## config.mk

```make
export PLATFORM = sky130hd
export DESIGN_NAME = pinmux_top
export DESIGN_NICKNAME = d
export VERILOG_FILES = /design/src/rtl/pinmux_pkg.sv /design/src/rtl/reg_decode.sv /design/src/rtl/glbl_reg.sv /design/src/rtl/gpio_regs.sv /design/src/rtl/timer_regs.sv /design/src/rtl/pad_mux.sv /design/src/rtl/pinmux_top.sv
export SDC_FILE = /design/constraint.sdc
export NUM_CORES = 1
export LEC_CHECK = 0
export BUFFER_PORTS_ARGS = -buffer_cell sky130_fd_sc_hd__buf_2
export CORE_UTILIZATION = 50
export CTS_CLUSTER_DIAMETER = 50
export DETAILED_ROUTE_END_ITERATION = 6
export PLACE_DENSITY = 0.69
export SYNTH_ARGS = -nofsm -noshare
export SYNTH_HDL_FRONTEND = slang
export SYNTH_SLANG_ARGS = --single-unit
```

## constraint.sdc

```tcl
create_clock -name mclk_i -period 3.5 [get_ports mclk_i]
set_input_delay 0.7 -clock mclk_i [delete_from_list [all_inputs] [get_ports mclk_i]]
set_output_delay 0.7 -clock mclk_i [all_outputs]
set_load 0.05 [all_outputs]
```

## src/rtl/pinmux_pkg.sv

```systemverilog
// Pin-mux peripheral package
// Bus widths, block address map, register indices and bus structs

`default_nettype none

package pinmux_pkg;

   //--------------------------------------------------------------------
   // Widths with a meaning
   //--------------------------------------------------------------------
   typedef logic [8:0]  reg_addr_t;
   typedef logic [3:0]  reg_idx_t;
   typedef logic [2:0]  blk_sel_t;
   typedef logic [31:0] reg_data_t;
   typedef logic [3:0]  reg_be_t;
   typedef logic [31:0] pad_vec_t;
   typedef logic [15:0] timer_cnt_t;

   // Block codes on address bits 8:6, codes 2 and 4-7 unmapped
   localparam blk_sel_t BLK_GLBL  = 3'd0;
   localparam blk_sel_t BLK_GPIO  = 3'd1;
   localparam blk_sel_t BLK_TIMER = 3'd3;

   localparam int NUM_TIMERS = 2;
   // Irq sources: gpio, then one per timer
   localparam int NUM_IRQ = NUM_TIMERS + 1;

   localparam reg_data_t CHIP_ID = 32'h504d_0102;

   // Global block
   localparam reg_idx_t GLBL_ID       = 4'd0;
   localparam reg_idx_t GLBL_IRQ_MASK = 4'd1;
   localparam reg_idx_t GLBL_IRQ_STAT = 4'd2;
   localparam reg_idx_t GLBL_MFSEL    = 4'd3;

   // GPIO block
   localparam reg_idx_t GPIO_DIR      = 4'd0;
   localparam reg_idx_t GPIO_OUT      = 4'd1;
   localparam reg_idx_t GPIO_IN       = 4'd2;
   localparam reg_idx_t GPIO_INT_STAT = 4'd3;
   localparam reg_idx_t GPIO_INT_EN   = 4'd4;

   // Timer block
   localparam reg_idx_t TMR_CFG0 = 4'd0;
   localparam reg_idx_t TMR_CFG1 = 4'd1;
   localparam reg_idx_t TMR_STAT = 4'd2;

   localparam int TMR_EN_BIT = 16;
   // Reload in 15:0 plus the enable bit, rest reads zero
   localparam reg_data_t TMR_CFG_MASK = 32'h0001_ffff;

   //--------------------------------------------------------------------
   // Register bus
   //--------------------------------------------------------------------
   typedef struct packed {
      logic      cs;
      logic      wr;
      reg_idx_t  idx;
      reg_data_t wdata;
      reg_be_t   be;
   } reg_req_t;

   typedef struct packed {
      logic      ack;
      reg_data_t rdata;
   } reg_rsp_t;

   // Byte lanes selected by a byte enable, as a bit mask
   function automatic reg_data_t be_mask(reg_be_t be);
      reg_data_t mask;
      for (int b = 0; b < $bits(reg_be_t); b++) begin
         mask[8*b +: 8] = {8{be[b]}};
      end
      return mask;
   endfunction

   // Old value with the enabled bytes replaced
   function automatic reg_data_t apply_be(reg_data_t old_val, reg_data_t new_val, reg_be_t be);
      reg_data_t mask;
      mask = be_mask(be);
      return (old_val & ~mask) | (new_val & mask);
   endfunction

endpackage

`default_nettype wire

```

## src/rtl/reg_decode.sv

```systemverilog
// Register bus decoder
// Fans the request out by block and returns one response

`default_nettype none
`timescale 1ns/100ps

module reg_decode (
   input  logic                  mclk_i,
   input  logic                  rst_i,
   input  logic                  reg_cs_i,
   input  logic                  reg_wr_i,
   input  pinmux_pkg::reg_addr_t reg_addr_i,
   input  pinmux_pkg::reg_data_t reg_wdata_i,
   input  pinmux_pkg::reg_be_t   reg_be_i,
   output pinmux_pkg::reg_req_t  glbl_req_o,
   output pinmux_pkg::reg_req_t  gpio_req_o,
   output pinmux_pkg::reg_req_t  tmr_req_o,
   input  pinmux_pkg::reg_rsp_t  glbl_rsp_i,
   input  pinmux_pkg::reg_rsp_t  gpio_rsp_i,
   input  pinmux_pkg::reg_rsp_t  tmr_rsp_i,
   output pinmux_pkg::reg_data_t reg_rdata_o,
   output logic                  reg_ack_o
);
   import pinmux_pkg::*;

   blk_sel_t blk_sel;
   reg_req_t req_base;
   logic     unmap_cs;
   logic     unmap_ack_q;
   reg_rsp_t rsp_sel;

   // Block on bits 8:6, word index on bits 5:2
   assign blk_sel  = reg_addr_i[8:6];
   assign req_base = '{cs: reg_cs_i, wr: reg_wr_i, idx: reg_addr_i[5:2],
                       wdata: reg_wdata_i, be: reg_be_i};

   // Only the addressed block sees cs
   always_comb begin
      glbl_req_o    = req_base;
      gpio_req_o    = req_base;
      tmr_req_o     = req_base;
      glbl_req_o.cs = reg_cs_i && (blk_sel == BLK_GLBL);
      gpio_req_o.cs = reg_cs_i && (blk_sel == BLK_GPIO);
      tmr_req_o.cs  = reg_cs_i && (blk_sel == BLK_TIMER);
   end

   //--------------------------------------------------------------------
   // Unmapped blocks still answer, so the bus cannot hang
   //--------------------------------------------------------------------
   assign unmap_cs = reg_cs_i && !(blk_sel inside {BLK_GLBL, BLK_GPIO, BLK_TIMER});

   always_ff @(posedge mclk_i) begin
      if (rst_i) begin
         unmap_ack_q <= 1'b0;
      end else begin
         unmap_ack_q <= unmap_cs && !unmap_ack_q;
      end
   end

   // Response mux, address is held until ack
   always_comb begin
      case (blk_sel)
         BLK_GLBL:  rsp_sel = glbl_rsp_i;
         BLK_GPIO:  rsp_sel = gpio_rsp_i;
         BLK_TIMER: rsp_sel = tmr_rsp_i;
         default:   rsp_sel = '{ack: unmap_ack_q, rdata: '0};
      endcase
   end

   assign reg_ack_o   = rsp_sel.ack;
   assign reg_rdata_o = rsp_sel.rdata;

   // Any block's ack must answer a live request
   ack_needs_cs: assert property (@(posedge mclk_i) disable iff (rst_i)
      $rose(reg_ack_o) |-> reg_cs_i);

endmodule

`default_nettype wire

```

## src/rtl/glbl_reg.sv

```systemverilog
// Global register block
// Chip id, interrupt mask and raw status, multi-function select

`default_nettype none
`timescale 1ns/100ps

module glbl_reg (
   input  logic                                 mclk_i,
   input  logic                                 rst_i,
   input  pinmux_pkg::reg_req_t                 req_i,
   output pinmux_pkg::reg_rsp_t                 rsp_o,
   input  logic                                 gpio_intr_i,
   input  logic [pinmux_pkg::NUM_TIMERS-1:0]    timer_intr_i,
   output pinmux_pkg::pad_vec_t                 mfsel_o,
   output logic                                 irq_o
);
   import pinmux_pkg::*;

   logic               ack_q;
   reg_data_t          rdata_q;
   reg_data_t          rdata_nxt;
   logic               wr_en;
   logic [NUM_IRQ-1:0] irq_mask_q;
   logic [NUM_IRQ-1:0] irq_stat;
   reg_data_t          mask_merged;
   pad_vec_t           mfsel_q;

   // Write lands on the acknowledge edge
   assign wr_en = req_i.cs && req_i.wr && !ack_q;

   // Raw status with gpio in bit 0 and the timers above it
   assign irq_stat = {timer_intr_i, gpio_intr_i};
   assign irq_o    = |(irq_stat & irq_mask_q);

   assign mask_merged = apply_be(reg_data_t'(irq_mask_q), req_i.wdata, req_i.be);

   //--------------------------------------------------------------------
   // Read mux
   //--------------------------------------------------------------------
   always_comb begin
      case (req_i.idx)
         GLBL_ID:       rdata_nxt = CHIP_ID;
         GLBL_IRQ_MASK: rdata_nxt = reg_data_t'(irq_mask_q);
         GLBL_IRQ_STAT: rdata_nxt = reg_data_t'(irq_stat);
         GLBL_MFSEL:    rdata_nxt = mfsel_q;
         default:       rdata_nxt = '0;
      endcase
   end

   // Control state
   always_ff @(posedge mclk_i) begin
      if (rst_i) begin
         ack_q      <= 1'b0;
         irq_mask_q <= '0;
         mfsel_q    <= '0;
      end else begin
         ack_q <= req_i.cs && !ack_q;
         if (wr_en && req_i.idx == GLBL_IRQ_MASK) begin
            irq_mask_q <= mask_merged[NUM_IRQ-1:0];
         end
         if (wr_en && req_i.idx == GLBL_MFSEL) begin
            mfsel_q <= apply_be(mfsel_q, req_i.wdata, req_i.be);
         end
      end
   end

   // Read data captured with the ack
   always_ff @(posedge mclk_i) begin
      if (req_i.cs && !ack_q) begin
         rdata_q <= rdata_nxt;
      end
   end

   assign rsp_o   = '{ack: ack_q, rdata: rdata_q};
   assign mfsel_o = mfsel_q;

   // Master drops cs after the ack so one access sees a single ack
   cs_drop_after_ack: assert property (@(posedge mclk_i) disable iff (rst_i)
      rsp_o.ack |=> !req_i.cs);

endmodule

`default_nettype wire

```

## src/rtl/gpio_regs.sv

```systemverilog
// GPIO register block
// Direction, output data, synchronised input and rising-edge interrupts

`default_nettype none
`timescale 1ns/100ps

module gpio_regs (
   input  logic                 mclk_i,
   input  logic                 rst_i,
   input  pinmux_pkg::reg_req_t req_i,
   output pinmux_pkg::reg_rsp_t rsp_o,
   input  pinmux_pkg::pad_vec_t pad_in_i,
   output pinmux_pkg::pad_vec_t gpio_dir_o,
   output pinmux_pkg::pad_vec_t gpio_out_o,
   output logic                 gpio_intr_o
);
   import pinmux_pkg::*;

   logic      ack_q;
   reg_data_t rdata_q;
   reg_data_t rdata_nxt;
   logic      wr_en;
   pad_vec_t  dir_q;
   pad_vec_t  out_q;
   pad_vec_t  int_en_q;
   pad_vec_t  int_stat_q;
   pad_vec_t  in_meta_q;
   pad_vec_t  in_sync_q;
   pad_vec_t  in_prev_q;
   pad_vec_t  rise;
   pad_vec_t  stat_clr;

   assign wr_en = req_i.cs && req_i.wr && !ack_q;

   // Enabled rising edges of the synchronised input
   assign rise = in_sync_q & ~in_prev_q & int_en_q;

   // Write one to clear, only on enabled bytes
   assign stat_clr = (wr_en && req_i.idx == GPIO_INT_STAT) ?
                     (req_i.wdata & be_mask(req_i.be)) : '0;

   //--------------------------------------------------------------------
   // Read mux
   //--------------------------------------------------------------------
   always_comb begin
      case (req_i.idx)
         GPIO_DIR:      rdata_nxt = dir_q;
         GPIO_OUT:      rdata_nxt = out_q;
         GPIO_IN:       rdata_nxt = in_sync_q;
         GPIO_INT_STAT: rdata_nxt = int_stat_q;
         GPIO_INT_EN:   rdata_nxt = int_en_q;
         default:       rdata_nxt = '0;
      endcase
   end

   always_ff @(posedge mclk_i) begin
      if (rst_i) begin
         ack_q      <= 1'b0;
         dir_q      <= '0;
         out_q      <= '0;
         int_en_q   <= '0;
         int_stat_q <= '0;
         in_meta_q  <= '0;
         in_sync_q  <= '0;
         in_prev_q  <= '0;
      end else begin
         ack_q <= req_i.cs && !ack_q;
         // Two-stage sync, then edge history
         in_meta_q <= pad_in_i;
         in_sync_q <= in_meta_q;
         in_prev_q <= in_sync_q;
         if (wr_en && req_i.idx == GPIO_DIR) begin
            dir_q <= apply_be(dir_q, req_i.wdata, req_i.be);
         end
         if (wr_en && req_i.idx == GPIO_OUT) begin
            out_q <= apply_be(out_q, req_i.wdata, req_i.be);
         end
         if (wr_en && req_i.idx == GPIO_INT_EN) begin
            int_en_q <= apply_be(int_en_q, req_i.wdata, req_i.be);
         end
         // New edge wins over a clear in the same cycle
         int_stat_q <= (int_stat_q & ~stat_clr) | rise;
      end
   end

   always_ff @(posedge mclk_i) begin
      if (req_i.cs && !ack_q) begin
         rdata_q <= rdata_nxt;
      end
   end

   assign rsp_o       = '{ack: ack_q, rdata: rdata_q};
   assign gpio_dir_o  = dir_q;
   assign gpio_out_o  = out_q;
   assign gpio_intr_o = |int_stat_q;

endmodule

`default_nettype wire

```

## src/rtl/timer_regs.sv

```systemverilog
// Timer register block
// Two reloadable down-counters with expiry interrupts and waveform toggles

`default_nettype none
`timescale 1ns/100ps

module timer_regs (
   input  logic                              mclk_i,
   input  logic                              rst_i,
   input  pinmux_pkg::reg_req_t              req_i,
   output pinmux_pkg::reg_rsp_t              rsp_o,
   output logic [pinmux_pkg::NUM_TIMERS-1:0] timer_intr_o,
   output logic [pinmux_pkg::NUM_TIMERS-1:0] timer_wfm_o
);
   import pinmux_pkg::*;

   logic                  ack_q;
   reg_data_t             rdata_q;
   reg_data_t             rdata_nxt;
   logic                  wr_en;
   reg_data_t             cfg_q [NUM_TIMERS];
   timer_cnt_t            cnt_q [NUM_TIMERS];
   logic [NUM_TIMERS-1:0] run_q;
   logic [NUM_TIMERS-1:0] active;
   logic [NUM_TIMERS-1:0] expire;
   logic [NUM_TIMERS-1:0] stat_q;
   logic [NUM_TIMERS-1:0] wfm_q;
   reg_data_t             stat_clr;

   assign wr_en    = req_i.cs && req_i.wr && !ack_q;
   assign stat_clr = (wr_en && req_i.idx == TMR_STAT) ?
                     (req_i.wdata & be_mask(req_i.be)) : '0;

   // run_q delays start one cycle so the new reload is loaded first
   always_comb begin
      for (int t = 0; t < NUM_TIMERS; t++) begin
         active[t] = run_q[t] && cfg_q[t][TMR_EN_BIT];
         expire[t] = active[t] && (cnt_q[t] == '0);
      end
   end

   always_comb begin
      case (req_i.idx)
         TMR_CFG0: rdata_nxt = cfg_q[0];
         TMR_CFG1: rdata_nxt = cfg_q[1];
         TMR_STAT: rdata_nxt = reg_data_t'(stat_q);
         default:  rdata_nxt = '0;
      endcase
   end

   //--------------------------------------------------------------------
   // Config, counters and status
   //--------------------------------------------------------------------
   always_ff @(posedge mclk_i) begin
      if (rst_i) begin
         ack_q  <= 1'b0;
         run_q  <= '0;
         stat_q <= '0;
         wfm_q  <= '0;
         for (int t = 0; t < NUM_TIMERS; t++) begin
            cfg_q[t] <= '0;
            cnt_q[t] <= '0;
         end
      end else begin
         ack_q <= req_i.cs && !ack_q;
         for (int t = 0; t < NUM_TIMERS; t++) begin
            if (wr_en && req_i.idx == reg_idx_t'(TMR_CFG0 + t)) begin
               cfg_q[t] <= apply_be(cfg_q[t], req_i.wdata, req_i.be) & TMR_CFG_MASK;
            end
            run_q[t] <= cfg_q[t][TMR_EN_BIT];
            // Idle or expired: sit at reload
            if (!active[t] || expire[t]) begin
               cnt_q[t] <= cfg_q[t][15:0];
            end else begin
               cnt_q[t] <= cnt_q[t] - 1'b1;
            end
            if (expire[t]) begin
               wfm_q[t] <= ~wfm_q[t];
            end
         end
         stat_q <= (stat_q & ~stat_clr[NUM_TIMERS-1:0]) | expire;
      end
   end

   always_ff @(posedge mclk_i) begin
      if (req_i.cs && !ack_q) begin
         rdata_q <= rdata_nxt;
      end
   end

   assign rsp_o        = '{ack: ack_q, rdata: rdata_q};
   assign timer_intr_o = stat_q;
   assign timer_wfm_o  = wfm_q;

endmodule

`default_nettype wire

```

## src/rtl/pad_mux.sv

```systemverilog
// Digital pad mux
// GPIO or timer waveform per pad, active-low output enables

`default_nettype none
`timescale 1ns/100ps

module pad_mux (
   input  pinmux_pkg::pad_vec_t              gpio_dir_i,
   input  pinmux_pkg::pad_vec_t              gpio_out_i,
   input  pinmux_pkg::pad_vec_t              mfsel_i,
   input  logic [pinmux_pkg::NUM_TIMERS-1:0] timer_wfm_i,
   input  pinmux_pkg::pad_vec_t              digital_io_in_i,
   output pinmux_pkg::pad_vec_t              digital_io_out_o,
   output pinmux_pkg::pad_vec_t              digital_io_oen_o,
   output pinmux_pkg::pad_vec_t              pad_in_o
);
   import pinmux_pkg::*;

   //--------------------------------------------------------------------
   // Output path
   //--------------------------------------------------------------------
   always_comb begin
      // Default GPIO, dir 1 means driven so oen is low
      digital_io_out_o = gpio_out_i;
      digital_io_oen_o = ~gpio_dir_i;
      // Pad t carries timer t waveform when selected
      for (int t = 0; t < NUM_TIMERS; t++) begin
         if (mfsel_i[t]) begin
            digital_io_out_o[t] = timer_wfm_i[t];
            digital_io_oen_o[t] = 1'b0;
         end
      end
   end

   // Inputs go straight back to GPIO
   assign pad_in_o = digital_io_in_i;

endmodule

`default_nettype wire

```

## src/rtl/pinmux_top.sv

```systemverilog
// Pin-mux peripheral top
// Register decoder, global, GPIO and timer blocks, pad mux

`default_nettype none
`timescale 1ns/100ps

module pinmux_top (
   input  logic                  mclk_i,
   input  logic                  rst_i,
   input  logic                  reg_cs_i,
   input  logic                  reg_wr_i,
   input  pinmux_pkg::reg_addr_t reg_addr_i,
   input  pinmux_pkg::reg_data_t reg_wdata_i,
   input  pinmux_pkg::reg_be_t   reg_be_i,
   output pinmux_pkg::reg_data_t reg_rdata_o,
   output logic                  reg_ack_o,
   output logic                  irq_o,
   input  pinmux_pkg::pad_vec_t  digital_io_in_i,
   output pinmux_pkg::pad_vec_t  digital_io_out_o,
   output pinmux_pkg::pad_vec_t  digital_io_oen_o
);
   import pinmux_pkg::*;

   reg_req_t              glbl_req;
   reg_req_t              gpio_req;
   reg_req_t              tmr_req;
   reg_rsp_t              glbl_rsp;
   reg_rsp_t              gpio_rsp;
   reg_rsp_t              tmr_rsp;
   logic                  gpio_intr;
   logic [NUM_TIMERS-1:0] timer_intr;
   logic [NUM_TIMERS-1:0] timer_wfm;
   pad_vec_t              mfsel;
   pad_vec_t              gpio_dir;
   pad_vec_t              gpio_out;
   pad_vec_t              pad_in;

   reg_decode u_reg_decode (
      .mclk_i      (mclk_i),
      .rst_i       (rst_i),
      .reg_cs_i    (reg_cs_i),
      .reg_wr_i    (reg_wr_i),
      .reg_addr_i  (reg_addr_i),
      .reg_wdata_i (reg_wdata_i),
      .reg_be_i    (reg_be_i),
      .glbl_req_o  (glbl_req),
      .gpio_req_o  (gpio_req),
      .tmr_req_o   (tmr_req),
      .glbl_rsp_i  (glbl_rsp),
      .gpio_rsp_i  (gpio_rsp),
      .tmr_rsp_i   (tmr_rsp),
      .reg_rdata_o (reg_rdata_o),
      .reg_ack_o   (reg_ack_o)
   );

   glbl_reg u_glbl_reg (
      .mclk_i       (mclk_i),
      .rst_i        (rst_i),
      .req_i        (glbl_req),
      .rsp_o        (glbl_rsp),
      .gpio_intr_i  (gpio_intr),
      .timer_intr_i (timer_intr),
      .mfsel_o      (mfsel),
      .irq_o        (irq_o)
   );

   gpio_regs u_gpio_regs (
      .mclk_i      (mclk_i),
      .rst_i       (rst_i),
      .req_i       (gpio_req),
      .rsp_o       (gpio_rsp),
      .pad_in_i    (pad_in),
      .gpio_dir_o  (gpio_dir),
      .gpio_out_o  (gpio_out),
      .gpio_intr_o (gpio_intr)
   );

   timer_regs u_timer_regs (
      .mclk_i       (mclk_i),
      .rst_i        (rst_i),
      .req_i        (tmr_req),
      .rsp_o        (tmr_rsp),
      .timer_intr_o (timer_intr),
      .timer_wfm_o  (timer_wfm)
   );

   pad_mux u_pad_mux (
      .gpio_dir_i       (gpio_dir),
      .gpio_out_i       (gpio_out),
      .mfsel_i          (mfsel),
      .timer_wfm_i      (timer_wfm),
      .digital_io_in_i  (digital_io_in_i),
      .digital_io_out_o (digital_io_out_o),
      .digital_io_oen_o (digital_io_oen_o),
      .pad_in_o         (pad_in)
   );

endmodule

`default_nettype wire

```

==> results of run 1 <==
[power groups by stage]
stage,clock network [uW],registers (uW),logic [uW]
finish,4780,5160,582
global route,5040,5160,626
CTS,4840,5150,576
detailed placement,0,5260,573
global placement,0,5250,565
floorplan,0,5230,366
[cell families (layout without fill, tap and decap cells)]
| logic type | Yosys count | after routing |
|---|---|---|
| AND/OR/NAND/NOR | 760 | 760 |
| flip-flops | 416 | 416 |
| AO/OA/AOI/OAI | 365 | 365 |
| buffers and inverters | 197 | 348 |
| multiplexers | 40 | 40 |
| XOR/XNOR | 23 | 23 |
| adder cells (fa/ha/maj) | 2 | 2 |
| other | 1 | 39 |
[through the flow]
step	hold WS [ns]	instance area (sq um)
final	0.359	20100
after global routing	0.353	20100
after CTS	0.345	20100
after detailed placement	0.423	18600
after global placement	0.421	18600
after floorplan	0.414	17500
[area by class of cell]
type	instances	area share (%)
Timing Repair Buffer	218	6.37
Antenna cell	7	0.0870
Sequential cell	416	48.7
Clock inverter	21	0.939
Clock buffer	64	6.66
Inverter	45	0.839
Multi-Input combinational cell	1222	33.6
Tap cell	448	2.79
[critical path, stage by stage, from the launching register on]
cell and delay (ns):
dfxtp_1 0.34, nor4_1 0.42, nand4_1 0.31, o21ai_0 0.29
nand2_1 0.13, buf_2 0.23
[cells in the mapped netlist, drive strengths merged (2+ instances only)]
master	number
dfxtp	269
nand2	254
a21oi	214
edfxtp	147
nand3	131
nor2	128
nor2b	100
clkbuf	96
buf	56
inv	45
mux2i	37
a22oi	36
a222oi	33
nand2b	33
and2	26
a211oi	25
o21ai	23
nor3	22
nand3b	18
nor4	17
a22o	15
xnor2	14
or3	9
xor2	9
a32oi	5
nand4	5
or4	4
mux2	3
nor4b	3
a21o	2
a311oi	2
and4b	2
ha	2
nor3b	2
o21a	2
o22ai	2
o31a	2
o31ai	2
or2	2
[routing by layer]
metal	share of wire [%]	vias to the layer above	GRT usage, %
met1	46	6575	40.4
met5	0	-	0
met2	43	636	39.0
met4	2.3	0	7.63
li1	-	6588	-
met3	8.5	68	3.69
[worst paths after layout]
check	to	slack [ns]	cells after the start
worst max-delay path	irq_o	0.54	5
worst min-delay path	u_gpio_regs.in_meta_q[6]$_SDFF_PP0_	0.36	2
worst max register to register	u_timer_regs.cnt_q[1][6]$_DFFE_PP_	1.03	7
worst min register to register	u_gpio_regs.in_sync_q[27]$_SDFF_PP0_	0.43	1
==> reports/results.ini, run 1 <==
[status]
status=finished, violations left
violations=design-rule violations

[job]
maxCapViolations=0

[grt]
first_global_vias=12800
grt_max_degree=101
grt_pass1_wl_mm=73.6
track_usage_pct=26.5
overflow=0
antenna_found_initial=8

[logic_synthesis]
seq_area_frac_synth_pct=56.5
synthMuxAreaShare_pct=2.33
synth-simple-area-share_pct=21.5
synth_edf_count=147
yosys_warnings=0
synth.area.top_cells=dfxtp_1, edfxtp_1, a21oi_1
synth_top_family_by_area=simple AND/OR/NAND/NOR gates
netlist_area_sq_mm=0.0173
synth_compound_area_share_pct=13.0
netlist.area_leader.share_pct=31.1
synth_top_flop_cell=dfxtp_1
synth_fa_ha_area_share_pct=0.144
synth_cells=1804
syn-mean-instance-area_sq_um=9.61
synth_cell_types=57
ys_ff_latch=416
yosysTopAreaCell=dfxtp_1
synthXorXnorAreaFrac_pct=1.16
synthArstFlopShare_pct=0

[power_and_ir_drop]
ir_drop_uv=293
powerDensity_mw_per_mm2=523
p_int_uw=8110
finalPower_uw=10500
pwr-share-seq_pct=49.0
leakage_uw=0.00746
p_sw_share_pct=22.9
clkPwrFrac_pct=45.4
power.net_switching_uw=2410
power_frac_comb_pct=5.5

[timing]
slew-limit-headroom_pct=36.2
setup_viol=0
fin_ws_ns=0.538
fin_crit_ns=2.96
max_freq_mhz=338
fin_skew_ns=0.0106
tightestPinTransition_ns=0.958
finalMaxSlewViolations=0
final.setup.tns_ns=0
layout_worst_path_cycle_share_pct=84.6
final-hold-violation-count=0
rsz0062_at_grt=no

[finish]
layout_commonest_cell=dfxtp_1
seqCellArea_sq_mm=0.00980
layoutNonFillerInstCount=2441
final_cell_mix=dfxtp_1, nand2_1, a21oi_1
drive_above_1_share_pct=15.7
finalNetCount=2032
utilization_pct=59.4
n_fill_cell=2906
areaGrowthSynthToFinish_pct=16.0
multi_input_area_sq_mm=0.00677

[clocking]
post-cts-setup-buffers=0
post_cts_resized=0
path_clk_slew_ns=0.06
cts_max_path_buffers=3
cts_max_level=2
clock_latency_ns=0.54
hold_buffers=0
root_buffer=clkbuf_16
cts-buffers-inserted=46
cts_sinks=416
cts_tree=built

[drt]
dr.pass1.iters=7
num_vias=13900
antenna_left=0
route.detailed.drc=1
drt_iter0_drc=1925
wl_per_cell_um=19.4
drt_wl_total_mm=47.3
viasPerCell=5.68

[setup_path]
r2r-start=u_timer_regs.cnt_q[1][0]$_DFFE_PP_
worstSetupPathType=reg2out
cp-startpoint=u_gpio_regs.int_stat_q[24]$_SDFF_PP0_
crit_fanout=3
end_kind=output port
start_kind=flip-flop
required_ns=2.80
worst-endpoint-arrival_ns=2.26

[placed_design]
dp.cells=2349
gp_congestion=0.934
detailedPlace.worstSlack_ns=0.563
dp_hpwl_mm=32.5
io_buffers=176

[floorplan]
chipWidth_um=188
dieArea_sq_mm=0.0354
ios=179
fp.dieH_um=188
coreArea_sq_mm=0.0339
start_util_pct=51.2
placementRows=67

[worst_hold_path]
worst_hold_startpoint=digital_io_in_i[6]
hold_path_class=in2reg

Note: power is estimated with default switching activity, not from simulation.
==> inputs of run 2 (changes only) <==
Settings changed: PLACE_DENSITY 0.69 to 0.72.
Clock period 3.5 ns to 2.44 ns, I/O delays scaled along.
==> run 2 against run 1 <==
  * The run now ends clean
  * Setup slack got worse by 0.53 ns
  * Clock skew grew 0.022 ns
  * Sequential power increased by 43%
  * Critical endpoint unchanged
==> reports/results.ini, run 2 (same netlist as run 1, synthesis figures left out) <==
[status]
status=complete, no violations

[floorplan]
chipWidth_um=188  ; unchanged
start_util_pct=51.2  ; unchanged
fp.dieH_um=188  ; unchanged
ios=179  ; unchanged
placementRows=67  ; unchanged
coreArea_sq_mm=0.0339  ; unchanged
dieArea_sq_mm=0.0354  ; unchanged

[setup_path]
required_ns=1.95  ; -0.85 ns
reg2reg_to=u_timer_regs.cnt_q[0][10]$_SDFFCE_PN0P_
crit_fanout=3  ; unchanged
crit_buf_inv=1  ; unchanged
path_cells=nor4_4, nand4_1, o21ai_1, nand2_1, buf_6
start_kind=flip-flop
reg2reg_slack_ns=0.17  ; -0.86 ns
critPathTopFamily=simple AND/OR/NAND/NOR gates
worstSetupPathType=reg2out
cp_slowest_stage_delay_ns=0.37  ; -0.05 ns
r2r_cells=7  ; unchanged
critPathSlowestCell=dfxtp_1
r2r-start=u_timer_regs.cnt_q[0][0]$_SDFFCE_PN0P_
end_kind=output port
worst-endpoint-arrival_ns=1.94  ; -0.32 ns

[clocking]
cts-buffers-inserted=44  ; -4.3%
root_buffer=clkbuf_16
cts_sinks=416  ; unchanged
cts_max_level=2  ; unchanged
path_clk_slew_ns=0.06  ; about the same
clock_latency_ns=0.56  ; +0.02 ns
cts_max_path_buffers=3  ; unchanged
hold_buffers=0  ; unchanged
cts_tree=built

[grt]
overflow=0  ; unchanged
grt_pass1_wl_mm=73.7  ; +0.11%
grt_max_degree=144  ; +43%
antenna_found_initial=6  ; -2
track_usage_pct=26.6  ; +0.047 points
first_global_vias=13000  ; +1.6%

[placed_design]
io_buffers=176  ; unchanged
detailedPlace.worstSlack_ns=0.0433  ; -0.520 ns
gp_congestion=0.923  ; -1.2%
dp_hpwl_mm=33.1  ; +1.7%
placed_area_sq_mm=0.0190  ; +2.2%

[drt]
route.detailed.drc=0  ; -1
num_vias=14000  ; +1.1%
dr.pass1.iters=6  ; -1
wl_per_cell_um=19.5  ; +0.51%
viasPerCell=5.71  ; +0.56%
antenna_left=0  ; unchanged
drt_iter0_drc=1758  ; -8.7%
drt_wl_total_mm=47.8  ; +1.0%

[worst_hold_path]
hold_path_class=in2reg
worst_hold_startpoint=digital_io_in_i[23]
hold_end=u_gpio_regs.in_meta_q[23]$_SDFF_PP0_
holdPathStages=2  ; unchanged

[timing]
slew-limit-headroom_pct=58.1  ; +22 points
fin_ws_ns=0.0117  ; -0.526 ns
rsz0062_at_grt=yes
fin_crit_ns=2.43
finalMaxSlewViolations=0  ; unchanged
max_freq_mhz=412
layout_worst_path_cycle_share_pct=99.5
tightestPinTransition_ns=0.629  ; -0.329 ns
final-hold-violation-count=0  ; unchanged
fin_skew_ns=0.0329  ; +0.0223 ns
setup_viol=0  ; unchanged
timing.hold.ws_ns=0.141  ; -0.218 ns

[finish]
final_cell_mix=dfxtp_1, nand2_1, a21oi_1
areaGrowthSynthToFinish_pct=19.3
utilization_pct=61.1  ; +1.7 points
finalNetCount=2046  ; +0.69%
n_fill_cell=2867  ; -1.3%
drive_above_1_share_pct=18.4  ; +2.6 points
layout_commonest_cell=dfxtp_1
final_area_sq_mm=0.0207  ; +2.8%

[power_and_ir_drop]
pwr-share-seq_pct=48.2  ; -0.8 points
p_int_uw=11900  ; +47%
p_sw_share_pct=22.5  ; -0.44 points
leakage_uw=0.00763  ; +2.3%
power.net_switching_uw=3450  ; +43%
ir_drop_uv=519  ; +77%
clkPwrFrac_pct=46.0  ; +0.6 points
powerDensity_mw_per_mm2=742  ; +42%
power_frac_comb_pct=5.7  ; +0.2 points

[job]
maxCapViolations=0  ; unchanged

run 2: cell count changes in the layout (fill, tap and decap cells not counted), sizes merged:
cell,before,now
buf,218,234
bufinv,2,5
clkbuf,64,62
inv,49,45
run 2: metal layers:
metal  vias to the layer above  wire (um)  GRT usage, %
li1                       6605          -             -
met1                      6673      21300          39.4
met3                        79       4320          4.19
met5                         -          0             0
met2                       662      20900          39.6
met4                         0       1330          8.44
run 2: timing repair:
item,in CTS,in global routing
resized for setup,11,9
pin swaps,4,2
buffers inserted,1,0
endpoints found under the setup margin,1,5
run 2: area by class of cell:
type                    instances  area, sq um  area share [%]
flip-flops and latches        416         9800            47.4
multi-input cells            1222         6970            33.7
repair buffers                234         1580            7.65
clock buffers                  62         1310            6.33
well taps                     448          561            2.71
clock inverters                20          279            1.35
inverters                      45          169           0.817
diodes                          7         17.5          0.0847
run 2: how the worst max path moves through the flow:
stage	startpoint	to	cells after the start
5_1_grt	u_gpio_regs.int_stat_q[23]$_SDFF_PP0_	irq_o	6
6_report	u_gpio_regs.int_stat_q[4]$_SDFF_PP0_	irq_o	5
3_5_place_dp	reg_addr_i[6]	reg_rdata_o[7]	7
2_1_floorplan	reg_addr_i[6]	reg_rdata_o[0]	5
4_1_cts	u_gpio_regs.int_stat_q[12]$_SDFF_PP0_	irq_o	6
3_3_place_gp	reg_addr_i[6]	reg_rdata_o[7]	7
run 2: metrics by stage:
step | power (uW) | setup TNS [ns] | instances
floorplan | 8050 | 0 | 1835
global placement | 8390 | 0 | 2364
detailed placement | 8410 | 0 | 2364
CTS | 15400 | 0 | 2447
global route | 15800 | -0.0421 | 2453
finish | 15300 | 0 | 2454
run 2: power by group through the flow:
stage | Clock [uW] | Combinational, uW | Sequential [uW]
CTS | 7140 | 871 | 7390
global route | 7440 | 946 | 7410
detailed placement | 0 | 867 | 7540
floorplan | 0 | 547 | 7510
finish | 7060 | 882 | 7400
global placement | 0 | 853 | 7530
run 2: worst reg2reg max path: cells and delay by family (launching register included):
family                   cells  cell delay, ns
buffers and inverters        1            0.09
AO/OA/AOI/OAI                1            0.22
XOR/XNOR                     1            0.16
adder cells (fa/ha/maj)      1            0.18
flip-flops                   1            0.45
AND/OR/NAND/NOR              3            0.99
